$ cat config.mk
export PLATFORM = sky130hd
export DESIGN_NAME = ipu
export DESIGN_NICKNAME = d
export VERILOG_FILES = /design/src/verilog/ipu_op_pkg.sv /design/src/verilog/ipu_data_pkg.sv /design/src/verilog/ipu.sv /design/src/verilog/ipu_collector.sv /design/src/verilog/ipu_simd_lane.sv /design/src/verilog/ipu_distributor.sv /design/src/verilog/ipu_issue_stage.sv
export SDC_FILE = /design/constraint.sdc
export NUM_CORES = 1
export LEC_CHECK = 0
export BUFFER_PORTS_ARGS = -buffer_cell sky130_fd_sc_hd__buf_4
export CORE_AREA = 4 4 184 186
export DETAILED_ROUTE_END_ITERATION = 10
export DIE_AREA = 0 0 188 190
export PLACE_DENSITY_LB_ADDON = 0.1
export SETUP_SLACK_MARGIN = 0.5
export SLEW_MARGIN = 20
export SYNTH_ARGS = -nofsm -noshare
export SYNTH_HDL_FRONTEND = slang
export SYNTH_SLANG_ARGS = --single-unit
$ cat constraint.sdc
create_clock -name clk_i -period 16.4 [get_ports clk_i]
set_input_delay 3.28 -clock clk_i [delete_from_list [all_inputs] [get_ports clk_i]]
set_output_delay 3.28 -clock clk_i [all_outputs]
set_load 0.02 [all_outputs]
$ cat src/verilog/ipu_op_pkg.sv
//////////////////////////////////////////////////
// IPU operation definitions
// Operation encoding and signedness lookup
//////////////////////////////////////////////////

package ipu_op_pkg;

    typedef enum logic [3:0] {
        VADD  = 4'd0,
        VSUB  = 4'd1,
        VADC  = 4'd2,
        VMIN  = 4'd3,
        VMINU = 4'd4,
        VMAX  = 4'd5,
        VMAXU = 4'd6,
        VAND  = 4'd7,
        VOR   = 4'd8,
        VXOR  = 4'd9
    } op_e;

    // Signed compare and sign extension into wider lanes
    function automatic logic is_signed_op(op_e op);
        return op inside {VMIN, VMAX};
    endfunction

endpackage : ipu_op_pkg

$ cat src/verilog/ipu_data_pkg.sv
//////////////////////////////////////////////////
// IPU data definitions
// Element word, per-byte vectors and the
// element width encoding
//////////////////////////////////////////////////

package ipu_data_pkg;

    // Element word
    localparam int unsigned ELEN  = 32;
    localparam int unsigned ELENB = ELEN / 8;

    typedef logic [ELEN-1:0]  elen_t;

    // One bit per byte, carries and result valids
    typedef logic [ELENB-1:0] elenb_t;

    //////////////////////////////////////////////////
    // Element width
    //////////////////////////////////////////////////

    typedef enum logic [1:0] {
        EW_8  = 2'b00,
        EW_16 = 2'b01,
        EW_32 = 2'b10
    } vew_e;

endpackage : ipu_data_pkg
$ cat src/verilog/ipu.sv
//////////////////////////////////////////////////
// Integer processing unit
// Issue register, operand distribution over four
// SIMD lanes and result collection
//////////////////////////////////////////////////

`timescale 1ns/1ps

module ipu import ipu_data_pkg::*; import ipu_op_pkg::*; #(
    parameter type tag_t = logic [3:0]
) (
    input  logic   clk_i,
    input  logic   rst_n_i,
    // Issue side
    input  op_e    operation_i,
    input  logic   operation_valid_i,
    output logic   operation_ready_o,
    input  elen_t  op_s1_i,
    input  elen_t  op_s2_i,
    input  elenb_t carry_i,
    input  vew_e   sew_i,
    input  tag_t   tag_i,
    // Result side
    output elen_t  result_o,
    output elenb_t result_valid_o,
    input  logic   result_ready_i,
    output tag_t   tag_o,
    output logic   busy_o
);

    op_e         operation;
    elen_t       op_s1;
    elen_t       op_s2;
    elenb_t      carry;
    vew_e        sew;
    logic        issue_valid;
    logic        accept;
    logic        lane_advance;
    logic        is_signed;

    logic [7:0]  lane8a_s1, lane8a_s2, lane8a_res;
    logic [7:0]  lane8b_s1, lane8b_s2, lane8b_res;
    logic [15:0] lane16_s1, lane16_s2, lane16_res;
    elen_t       lane32_s1, lane32_s2, lane32_res;
    logic        lane8a_carry, lane8a_en, lane8a_valid;
    logic        lane8b_carry, lane8b_en, lane8b_valid;
    logic        lane16_carry, lane16_en, lane16_valid;
    logic        lane32_carry, lane32_en, lane32_valid;

    ipu_issue_stage i_issue (
        .clk_i            (clk_i),
        .rst_n_i          (rst_n_i),
        .operation_i      (operation_i),
        .operation_valid_i(operation_valid_i),
        .operation_ready_o(operation_ready_o),
        .op_s1_i          (op_s1_i),
        .op_s2_i          (op_s2_i),
        .carry_i          (carry_i),
        .sew_i            (sew_i),
        .result_ready_i   (result_ready_i),
        .operation_o      (operation),
        .op_s1_o          (op_s1),
        .op_s2_o          (op_s2),
        .carry_o          (carry),
        .sew_o            (sew),
        .issue_valid_o    (issue_valid),
        .accept_o         (accept),
        .lane_advance_o   (lane_advance),
        .busy_o           (busy_o)
    );

    ipu_distributor i_distributor (
        .operation_i   (operation),
        .issue_valid_i (issue_valid),
        .op_s1_i       (op_s1),
        .op_s2_i       (op_s2),
        .carry_i       (carry),
        .sew_i         (sew),
        .lane8a_s1_o   (lane8a_s1),
        .lane8a_s2_o   (lane8a_s2),
        .lane8a_carry_o(lane8a_carry),
        .lane8a_en_o   (lane8a_en),
        .lane8b_s1_o   (lane8b_s1),
        .lane8b_s2_o   (lane8b_s2),
        .lane8b_carry_o(lane8b_carry),
        .lane8b_en_o   (lane8b_en),
        .lane16_s1_o   (lane16_s1),
        .lane16_s2_o   (lane16_s2),
        .lane16_carry_o(lane16_carry),
        .lane16_en_o   (lane16_en),
        .lane32_s1_o   (lane32_s1),
        .lane32_s2_o   (lane32_s2),
        .lane32_carry_o(lane32_carry),
        .lane32_en_o   (lane32_en),
        .is_signed_o   (is_signed)
    );

    //////////////////////////////////////////////////
    // SIMD lanes
    //////////////////////////////////////////////////

    ipu_simd_lane #(.Width(8)) i_lane8a (
        .clk_i(clk_i), .rst_n_i(rst_n_i), .operation_i(operation),
        .is_signed_i(is_signed), .enable_i(lane8a_en), .advance_i(lane_advance),
        .op_s1_i(lane8a_s1), .op_s2_i(lane8a_s2), .carry_i(lane8a_carry),
        .result_o(lane8a_res), .result_valid_o(lane8a_valid)
    );

    ipu_simd_lane #(.Width(8)) i_lane8b (
        .clk_i(clk_i), .rst_n_i(rst_n_i), .operation_i(operation),
        .is_signed_i(is_signed), .enable_i(lane8b_en), .advance_i(lane_advance),
        .op_s1_i(lane8b_s1), .op_s2_i(lane8b_s2), .carry_i(lane8b_carry),
        .result_o(lane8b_res), .result_valid_o(lane8b_valid)
    );

    ipu_simd_lane #(.Width(16)) i_lane16 (
        .clk_i(clk_i), .rst_n_i(rst_n_i), .operation_i(operation),
        .is_signed_i(is_signed), .enable_i(lane16_en), .advance_i(lane_advance),
        .op_s1_i(lane16_s1), .op_s2_i(lane16_s2), .carry_i(lane16_carry),
        .result_o(lane16_res), .result_valid_o(lane16_valid)
    );

    ipu_simd_lane #(.Width(32)) i_lane32 (
        .clk_i(clk_i), .rst_n_i(rst_n_i), .operation_i(operation),
        .is_signed_i(is_signed), .enable_i(lane32_en), .advance_i(lane_advance),
        .op_s1_i(lane32_s1), .op_s2_i(lane32_s2), .carry_i(lane32_carry),
        .result_o(lane32_res), .result_valid_o(lane32_valid)
    );

    ipu_collector #(.tag_t(tag_t)) i_collector (
        .clk_i          (clk_i),
        .rst_n_i        (rst_n_i),
        .accept_i       (accept),
        .advance_i      (lane_advance),
        .sew_i          (sew),
        .tag_i          (tag_i),
        .lane8a_result_i(lane8a_res),
        .lane8a_valid_i (lane8a_valid),
        .lane8b_result_i(lane8b_res),
        .lane8b_valid_i (lane8b_valid),
        .lane16_result_i(lane16_res),
        .lane16_valid_i (lane16_valid),
        .lane32_result_i(lane32_res),
        .lane32_valid_i (lane32_valid),
        .result_o       (result_o),
        .result_valid_o (result_valid_o),
        .tag_o          (tag_o)
    );

endmodule : ipu

$ cat src/verilog/ipu_collector.sv
//////////////////////////////////////////////////
// IPU result collector
// Packs lane results into the element word and
// forwards the tag of the item in the lane stage
//////////////////////////////////////////////////

`timescale 1ns/1ps

module ipu_collector import ipu_data_pkg::*; #(
    parameter type tag_t = logic [3:0]
) (
    input  logic        clk_i,
    input  logic        rst_n_i,
    input  logic        accept_i,
    input  logic        advance_i,
    input  vew_e        sew_i,
    input  tag_t        tag_i,
    input  logic [7:0]  lane8a_result_i,
    input  logic        lane8a_valid_i,
    input  logic [7:0]  lane8b_result_i,
    input  logic        lane8b_valid_i,
    input  logic [15:0] lane16_result_i,
    input  logic        lane16_valid_i,
    input  elen_t       lane32_result_i,
    input  logic        lane32_valid_i,
    output elen_t       result_o,
    output elenb_t      result_valid_o,
    output tag_t        tag_o
);

    vew_e sew_q;
    tag_t tag_issue_q;

    // Tag follows its item through issue and lane stage
    always_ff @(posedge clk_i) begin
        if (accept_i) begin
            tag_issue_q <= tag_i;
        end
        if (advance_i) begin
            tag_o <= tag_issue_q;
        end
    end

    always_ff @(posedge clk_i) begin
        if (!rst_n_i) begin
            sew_q <= EW_32;
        end else if (advance_i) begin
            sew_q <= sew_i;
        end
    end

    always_comb begin
        unique case (sew_q)
            EW_8: begin
                result_o       = {lane32_result_i[7:0], lane16_result_i[7:0],
                                  lane8b_result_i, lane8a_result_i};
                result_valid_o = {lane32_valid_i, lane16_valid_i, lane8b_valid_i, lane8a_valid_i};
            end
            EW_16: begin
                result_o       = {lane32_result_i[15:0], lane16_result_i};
                result_valid_o = {{2{lane32_valid_i}}, {2{lane16_valid_i}}};
            end
            default: begin
                result_o       = lane32_result_i;
                result_valid_o = {ELENB{lane32_valid_i}};
            end
        endcase
    end

endmodule : ipu_collector

$ cat src/verilog/ipu_simd_lane.sv
//////////////////////////////////////////////////
// IPU SIMD lane
// Computes one element at Width bits and holds
// the result until the next advance
//////////////////////////////////////////////////

`timescale 1ns/1ps

module ipu_simd_lane import ipu_op_pkg::*; #(
    parameter int unsigned Width = 8
) (
    input  logic             clk_i,
    input  logic             rst_n_i,
    input  op_e              operation_i,
    input  logic             is_signed_i,
    input  logic             enable_i,
    input  logic             advance_i,
    input  logic [Width-1:0] op_s1_i,
    input  logic [Width-1:0] op_s2_i,
    input  logic             carry_i,
    output logic [Width-1:0] result_o,
    output logic             result_valid_o
);

    logic [Width-1:0] result_d;
    logic             s1_less;

    assign s1_less = is_signed_i ? ($signed(op_s1_i) < $signed(op_s2_i)) : (op_s1_i < op_s2_i);

    //////////////////////////////////////////////////
    // Element ALU
    //////////////////////////////////////////////////

    always_comb begin
        unique case (operation_i)
            VADD:  result_d = op_s1_i + op_s2_i;
            // s1 minus s2
            VSUB:  result_d = op_s1_i - op_s2_i;
            VADC:  result_d = op_s1_i + op_s2_i + Width'(carry_i);
            VMIN,
            VMINU: result_d = s1_less ? op_s1_i : op_s2_i;
            VMAX,
            VMAXU: result_d = s1_less ? op_s2_i : op_s1_i;
            VAND:  result_d = op_s1_i & op_s2_i;
            VOR:   result_d = op_s1_i | op_s2_i;
            VXOR:  result_d = op_s1_i ^ op_s2_i;
            default: result_d = '0;
        endcase
    end

    //////////////////////////////////////////////////
    // Result register
    //////////////////////////////////////////////////

    always_ff @(posedge clk_i) begin
        if (!rst_n_i) begin
            result_valid_o <= 1'b0;
        end else if (advance_i) begin
            result_valid_o <= enable_i;
        end
    end

    always_ff @(posedge clk_i) begin
        if (advance_i) begin
            result_o <= result_d;
        end
    end

endmodule : ipu_simd_lane

$ cat src/verilog/ipu_distributor.sv
//////////////////////////////////////////////////
// IPU operand distributor
// Splits the element word over the SIMD lanes by
// element width, with sign or zero extension
//////////////////////////////////////////////////

`timescale 1ns/1ps

module ipu_distributor import ipu_data_pkg::*; import ipu_op_pkg::*; (
    input  op_e         operation_i,
    input  logic        issue_valid_i,
    input  elen_t       op_s1_i,
    input  elen_t       op_s2_i,
    input  elenb_t      carry_i,
    input  vew_e        sew_i,
    // 8 bit lane a
    output logic [7:0]  lane8a_s1_o,
    output logic [7:0]  lane8a_s2_o,
    output logic        lane8a_carry_o,
    output logic        lane8a_en_o,
    // 8 bit lane b
    output logic [7:0]  lane8b_s1_o,
    output logic [7:0]  lane8b_s2_o,
    output logic        lane8b_carry_o,
    output logic        lane8b_en_o,
    // 16 bit lane
    output logic [15:0] lane16_s1_o,
    output logic [15:0] lane16_s2_o,
    output logic        lane16_carry_o,
    output logic        lane16_en_o,
    // 32 bit lane
    output elen_t       lane32_s1_o,
    output elen_t       lane32_s2_o,
    output logic        lane32_carry_o,
    output logic        lane32_en_o,
    output logic        is_signed_o
);

    assign is_signed_o = is_signed_op(operation_i);

    always_comb begin
        // Unused lanes see zeros
        lane8a_s1_o    = '0;
        lane8a_s2_o    = '0;
        lane8a_carry_o = 1'b0;
        lane8a_en_o    = 1'b0;
        lane8b_s1_o    = '0;
        lane8b_s2_o    = '0;
        lane8b_carry_o = 1'b0;
        lane8b_en_o    = 1'b0;
        lane16_s1_o    = '0;
        lane16_s2_o    = '0;
        lane16_carry_o = 1'b0;
        lane16_en_o    = 1'b0;
        lane32_en_o    = issue_valid_i;

        unique case (sew_i)
            EW_8: begin
                lane8a_s1_o    = op_s1_i[7:0];
                lane8a_s2_o    = op_s2_i[7:0];
                lane8b_s1_o    = op_s1_i[15:8];
                lane8b_s2_o    = op_s2_i[15:8];
                lane16_s1_o    = is_signed_o ? 16'($signed(op_s1_i[23:16])) : 16'(op_s1_i[23:16]);
                lane16_s2_o    = is_signed_o ? 16'($signed(op_s2_i[23:16])) : 16'(op_s2_i[23:16]);
                lane32_s1_o    = is_signed_o ? 32'($signed(op_s1_i[31:24])) : 32'(op_s1_i[31:24]);
                lane32_s2_o    = is_signed_o ? 32'($signed(op_s2_i[31:24])) : 32'(op_s2_i[31:24]);
                lane8a_carry_o = carry_i[0];
                lane8b_carry_o = carry_i[1];
                lane16_carry_o = carry_i[2];
                lane32_carry_o = carry_i[3];
                lane8a_en_o    = issue_valid_i;
                lane8b_en_o    = issue_valid_i;
                lane16_en_o    = issue_valid_i;
            end
            EW_16: begin
                lane16_s1_o    = op_s1_i[15:0];
                lane16_s2_o    = op_s2_i[15:0];
                lane32_s1_o    = is_signed_o ? 32'($signed(op_s1_i[31:16])) : 32'(op_s1_i[31:16]);
                lane32_s2_o    = is_signed_o ? 32'($signed(op_s2_i[31:16])) : 32'(op_s2_i[31:16]);
                lane16_carry_o = carry_i[0];
                lane32_carry_o = carry_i[1];
                lane16_en_o    = issue_valid_i;
            end
            default: begin
                // Full word in the 32 bit lane
                lane32_s1_o    = op_s1_i;
                lane32_s2_o    = op_s2_i;
                lane32_carry_o = carry_i[0];
            end
        endcase
    end

endmodule : ipu_distributor

$ cat src/verilog/ipu_issue_stage.sv
//////////////////////////////////////////////////
// IPU issue stage
// Holds one accepted operation and decides when
// it moves into the lane stage
//////////////////////////////////////////////////

`timescale 1ns/1ps

module ipu_issue_stage import ipu_data_pkg::*; import ipu_op_pkg::*; (
    input  logic   clk_i,
    input  logic   rst_n_i,
    // Issue side
    input  op_e    operation_i,
    input  logic   operation_valid_i,
    output logic   operation_ready_o,
    input  elen_t  op_s1_i,
    input  elen_t  op_s2_i,
    input  elenb_t carry_i,
    input  vew_e   sew_i,
    // Result side
    input  logic   result_ready_i,
    // Registered item
    output op_e    operation_o,
    output elen_t  op_s1_o,
    output elen_t  op_s2_o,
    output elenb_t carry_o,
    output vew_e   sew_o,
    output logic   issue_valid_o,
    // Flow control
    output logic   accept_o,
    output logic   lane_advance_o,
    output logic   busy_o
);

    logic lane_full_q;
    logic lane_free;

    //////////////////////////////////////////////////
    // Flow control
    //////////////////////////////////////////////////

    // Lane stage can take a new item this cycle
    assign lane_free = !lane_full_q || result_ready_i;

    // A bubble is loaded when the last result leaves, which clears the lane valids
    assign lane_advance_o    = lane_free && (issue_valid_o || lane_full_q);
    assign operation_ready_o = !issue_valid_o || lane_advance_o;
    assign accept_o          = operation_valid_i && operation_ready_o;
    assign busy_o            = issue_valid_o || lane_full_q;

    always_ff @(posedge clk_i) begin
        if (!rst_n_i) begin
            issue_valid_o <= 1'b0;
            lane_full_q   <= 1'b0;
        end else begin
            if (accept_o) begin
                issue_valid_o <= 1'b1;
            end else if (lane_advance_o) begin
                issue_valid_o <= 1'b0;
            end

            // Lane stage occupancy follows what moves in
            if (lane_advance_o) begin
                lane_full_q <= issue_valid_o;
            end
        end
    end

    //////////////////////////////////////////////////
    // Operand register
    //////////////////////////////////////////////////

    always_ff @(posedge clk_i) begin
        if (accept_o) begin
            operation_o <= operation_i;
            op_s1_o     <= op_s1_i;
            op_s2_o     <= op_s2_i;
            carry_o     <= carry_i;
            sew_o       <= sew_i;
        end
    end

endmodule : ipu_issue_stage

==> impl_metrics.toml <==
[synth]
yosys_warnings = 0
syn_area_per_cell_um2 = 8.14
synth_top_family_by_area = "compound AO/OA/AOI/OAI gates"
synthCells = 2360
synth_compound_area_share_pct = 25.5
synth_mux_area_share_pct = 6.90
yosys.area_share.adder_pct = 13.9
synth_cell_types = 103
syn-cell-area_mm2 = 0.0192
ys_seq_area_share_pct = 23.4
synth_edf_count = 146
async_reset_ff_share_pct = 0
synth_flop_cell = "edfxtp_1"
ys_top_cells_by_area = "edfxtp_1, ha_1, mux2i_1"
synth_largest_area_cell = "edfxtp_1"
synth_top_area_share_pct = 22.8
syn-num-nets = 2650
synth_xor_area_share_pct = 6.93
synth_seq_cells = 152
synthSimpleGateAreaFrac_pct = 15.8

[cts]
clkLatencyLatePin_ns = 0.45
cts_inserted_buffers = 17
path_clk_slew_ns = 0.06
hold_buffers = 0
cts_setup_buffers = 0
cts_max_level = 4
cts.path.max_buffers = 2
clock-sinks = 152
cts_tree = "built"
cts_resized = 0
cts_root_buffer = "clkbuf_16"

[layout]
seq_area_mm2 = 0.00451
layout-drive-gt1-share_pct = 10.3
nNetsFinal = 2670
final_cells = 2837
multi_input_area_mm2 = 0.0133
fin_area_mm2 = 0.0207
fillCellCount = 2841
area_delta_synth_final_pct = 7.94
final_common_cell = "nor2_1"
layout_common_cells = "nor2_1, a21oi_1, ha_1"

[die]
die_x_um = 188
initial_utilization_pct = 59.5
die_area_mm2 = 0.0357
num_rows = 66
coreArea_mm2 = 0.0323
die_height_um = 190
io_pins = 124

[run]
cap_violations = 0

[detailed_routing]
avgRoutedWirePerCell_um = 25.6
wl_met2_um = 30500
ant_nets = 0
viasPerCell = 6.72
wl_met1_um = 28300
dr.pass1.iters = 7
top_layer_used = "met5"
routed_wl_um = 72500
drt_iter0_markers = 2642
wl_met3_um = 10400
vias = 19100
drc_errors = 0

[grt]
antenna_found_initial = 2
grt_overflow = 0
grt_usage_pct = 39.0
grt_pass1_wl_um = 107000
grt_pass1_vias = 17500
grt_max_degree = 87

[sta]
worst_slew_pin_slew_ns = 1.08
fin_crit_sh_pct = 44.1
fmax_mhz = 138
fin_tns_setup_ns = 0
finalHoldViolations = 0
slew_viol_final = 0
rsz0062_at_grt = "false"
hold_ws_ns = 0.427
finalSetupViolCount = 0
clock_skew_ns = 0.0160
slew_headroom_pct = 27.7
finalCriticalPeriod_ns = 7.23

[worst_setup_path]
r2r_setup_slack_ns = 9.58
rr_worst_depth = 16
arrival_ns = 3.95
cp_max_fo = 4
cp.required_ns = 13.12
timing.rr.start = "i_issue.sew_o[1]"
endpoint_kind = "primary output"
path_class = "in -> out"
worstSetupStartpoint = "result_ready_i"
r2r_end = "i_lane32.result_o[31]"
startpoint_type = "input pin"

[place]
postPlaceCellArea_mm2 = 0.0202
place_hpwl_um = 54300
port_buffers = 123
dpl.cell_count = 2803
gp_congestion = 1.03

[power_and_ir_drop]
vdd_drop_max_mv = 0.0796
p_per_area_mw_per_mm2 = 79.6
p_leak_nw = 8.87

[hold_path]
holdPathStages = 0
whs_endpoint = "i_collector.tag_o[2]"
hp-class = "reg -> reg"
hp-start = "i_collector.tag_issue_q[2]"

[run_status]
status = "completed"
## flip-flops by register name (all words and copies together) (netlist names)
name and count:
i_collector.sew_q 2, i_collector.tag_issue_q 4, i_collector.tag_o 4, i_issue.carry_o 4, i_issue.issue_valid_o 1, i_issue.op_s1_o 32
i_issue.op_s2_o 32, i_issue.operation_o 4, i_issue.sew_o 2, i_lane16.result_o 16, i_lane16.result_valid_o 1, i_lane32.result_o 32
i_lane32.result_valid_o 1, i_lane8a.result_o 8, i_lane8b.result_o 8, i_lane8b.result_valid_o 1
## per-stage QoR
stage / setup slack, ns / power [mW] / util (%)
global placement: 9.21 / 1.24 / 62.5
CTS: 9.18 / 1.63 / 64.2
global route: 9.14 / 1.73 / 64.2
detailed placement: 9.18 / 1.25 / 62.5
floorplan: 9.47 / 1.04 / -
finish: 9.17 / 1.65 / 64.2
## layout make-up
cell class	count	share of cell area (%)
Multi-Input combinational cell	1865	64.0
Sequential cell	152	21.7
Timing Repair Buffer	149	5.39
Inverter	195	3.53
Tap cell	442	2.67
Clock buffer	17	2.05
Clock inverter	15	0.561
Antenna cell	2	0.0241
## worst max-delay path: stages
cell     delay (ns)
buf_4          0.12
nor2b_1        0.25
nand2_1        0.13
buf_4          0.18
## cell usage after synthesis, drive strengths merged (5+ instances only)
library cell	number
nor2	239
a21oi	228
ha	200
inv	194
nand2	187
o21ai	170
edfxtp	146
mux2i	129
clkbuf	105
xnor2	100
o221ai	59
xor2	46
a221oi	44
buf	43
nor3	38
nand3	31
a21o	25
o21bai	24
a221o	22
a22oi	22
and2	22
nor2b	21
nand2b	20
nand4	18
o211ai	18
o21a	17
a211oi	16
o31ai	15
o22ai	14
nor4	11
or3	10
or2	9
a211o	8
a31oi	8
fa	8
nor3b	8
and3	6
dfxtp	6
a2111oi	5
and4	5
o2111ai	5
## worst max path at each step
| stage | slack [ns] | endpoint |
|---|---|---|
| after floorplan | 9.47 | operation_ready_o |
| after global placement | 9.21 | operation_ready_o |
| after detailed placement | 9.18 | operation_ready_o |
| after CTS | 9.18 | operation_ready_o |
| after global routing | 9.14 | operation_ready_o |
| final | 9.17 | operation_ready_o |
## routing by layer
| layer | track usage (%) | vias up |
|---|---|---|
| met1 | 52.2 | 8928 |
| li1 | - | 8579 |
| met2 | 58.0 | 1310 |
| met4 | 14.4 | 2 |
| met3 | 14.0 | 237 |
| met5 | 0 | - |
## power breakdown
part           leakage (nW)  internal, mW  switching (mW)
Clock                 0.270         0.196           0.181
Combinational          7.13         0.277           0.476
Sequential             1.47         0.469          0.0510
Total                  8.87         0.942           0.708
## cell families (layout without fill, tap and decap cells)
group | after synthesis | after routing
compound gates | 738 | 738
simple gates | 642 | 642
fa+ha+maj | 208 | 208
flops | 152 | 152
other cells | 0 | 2
xor+xnor | 146 | 146
buf+inv | 343 | 376
mux | 131 | 131
(Power assumes the default switching activity.)
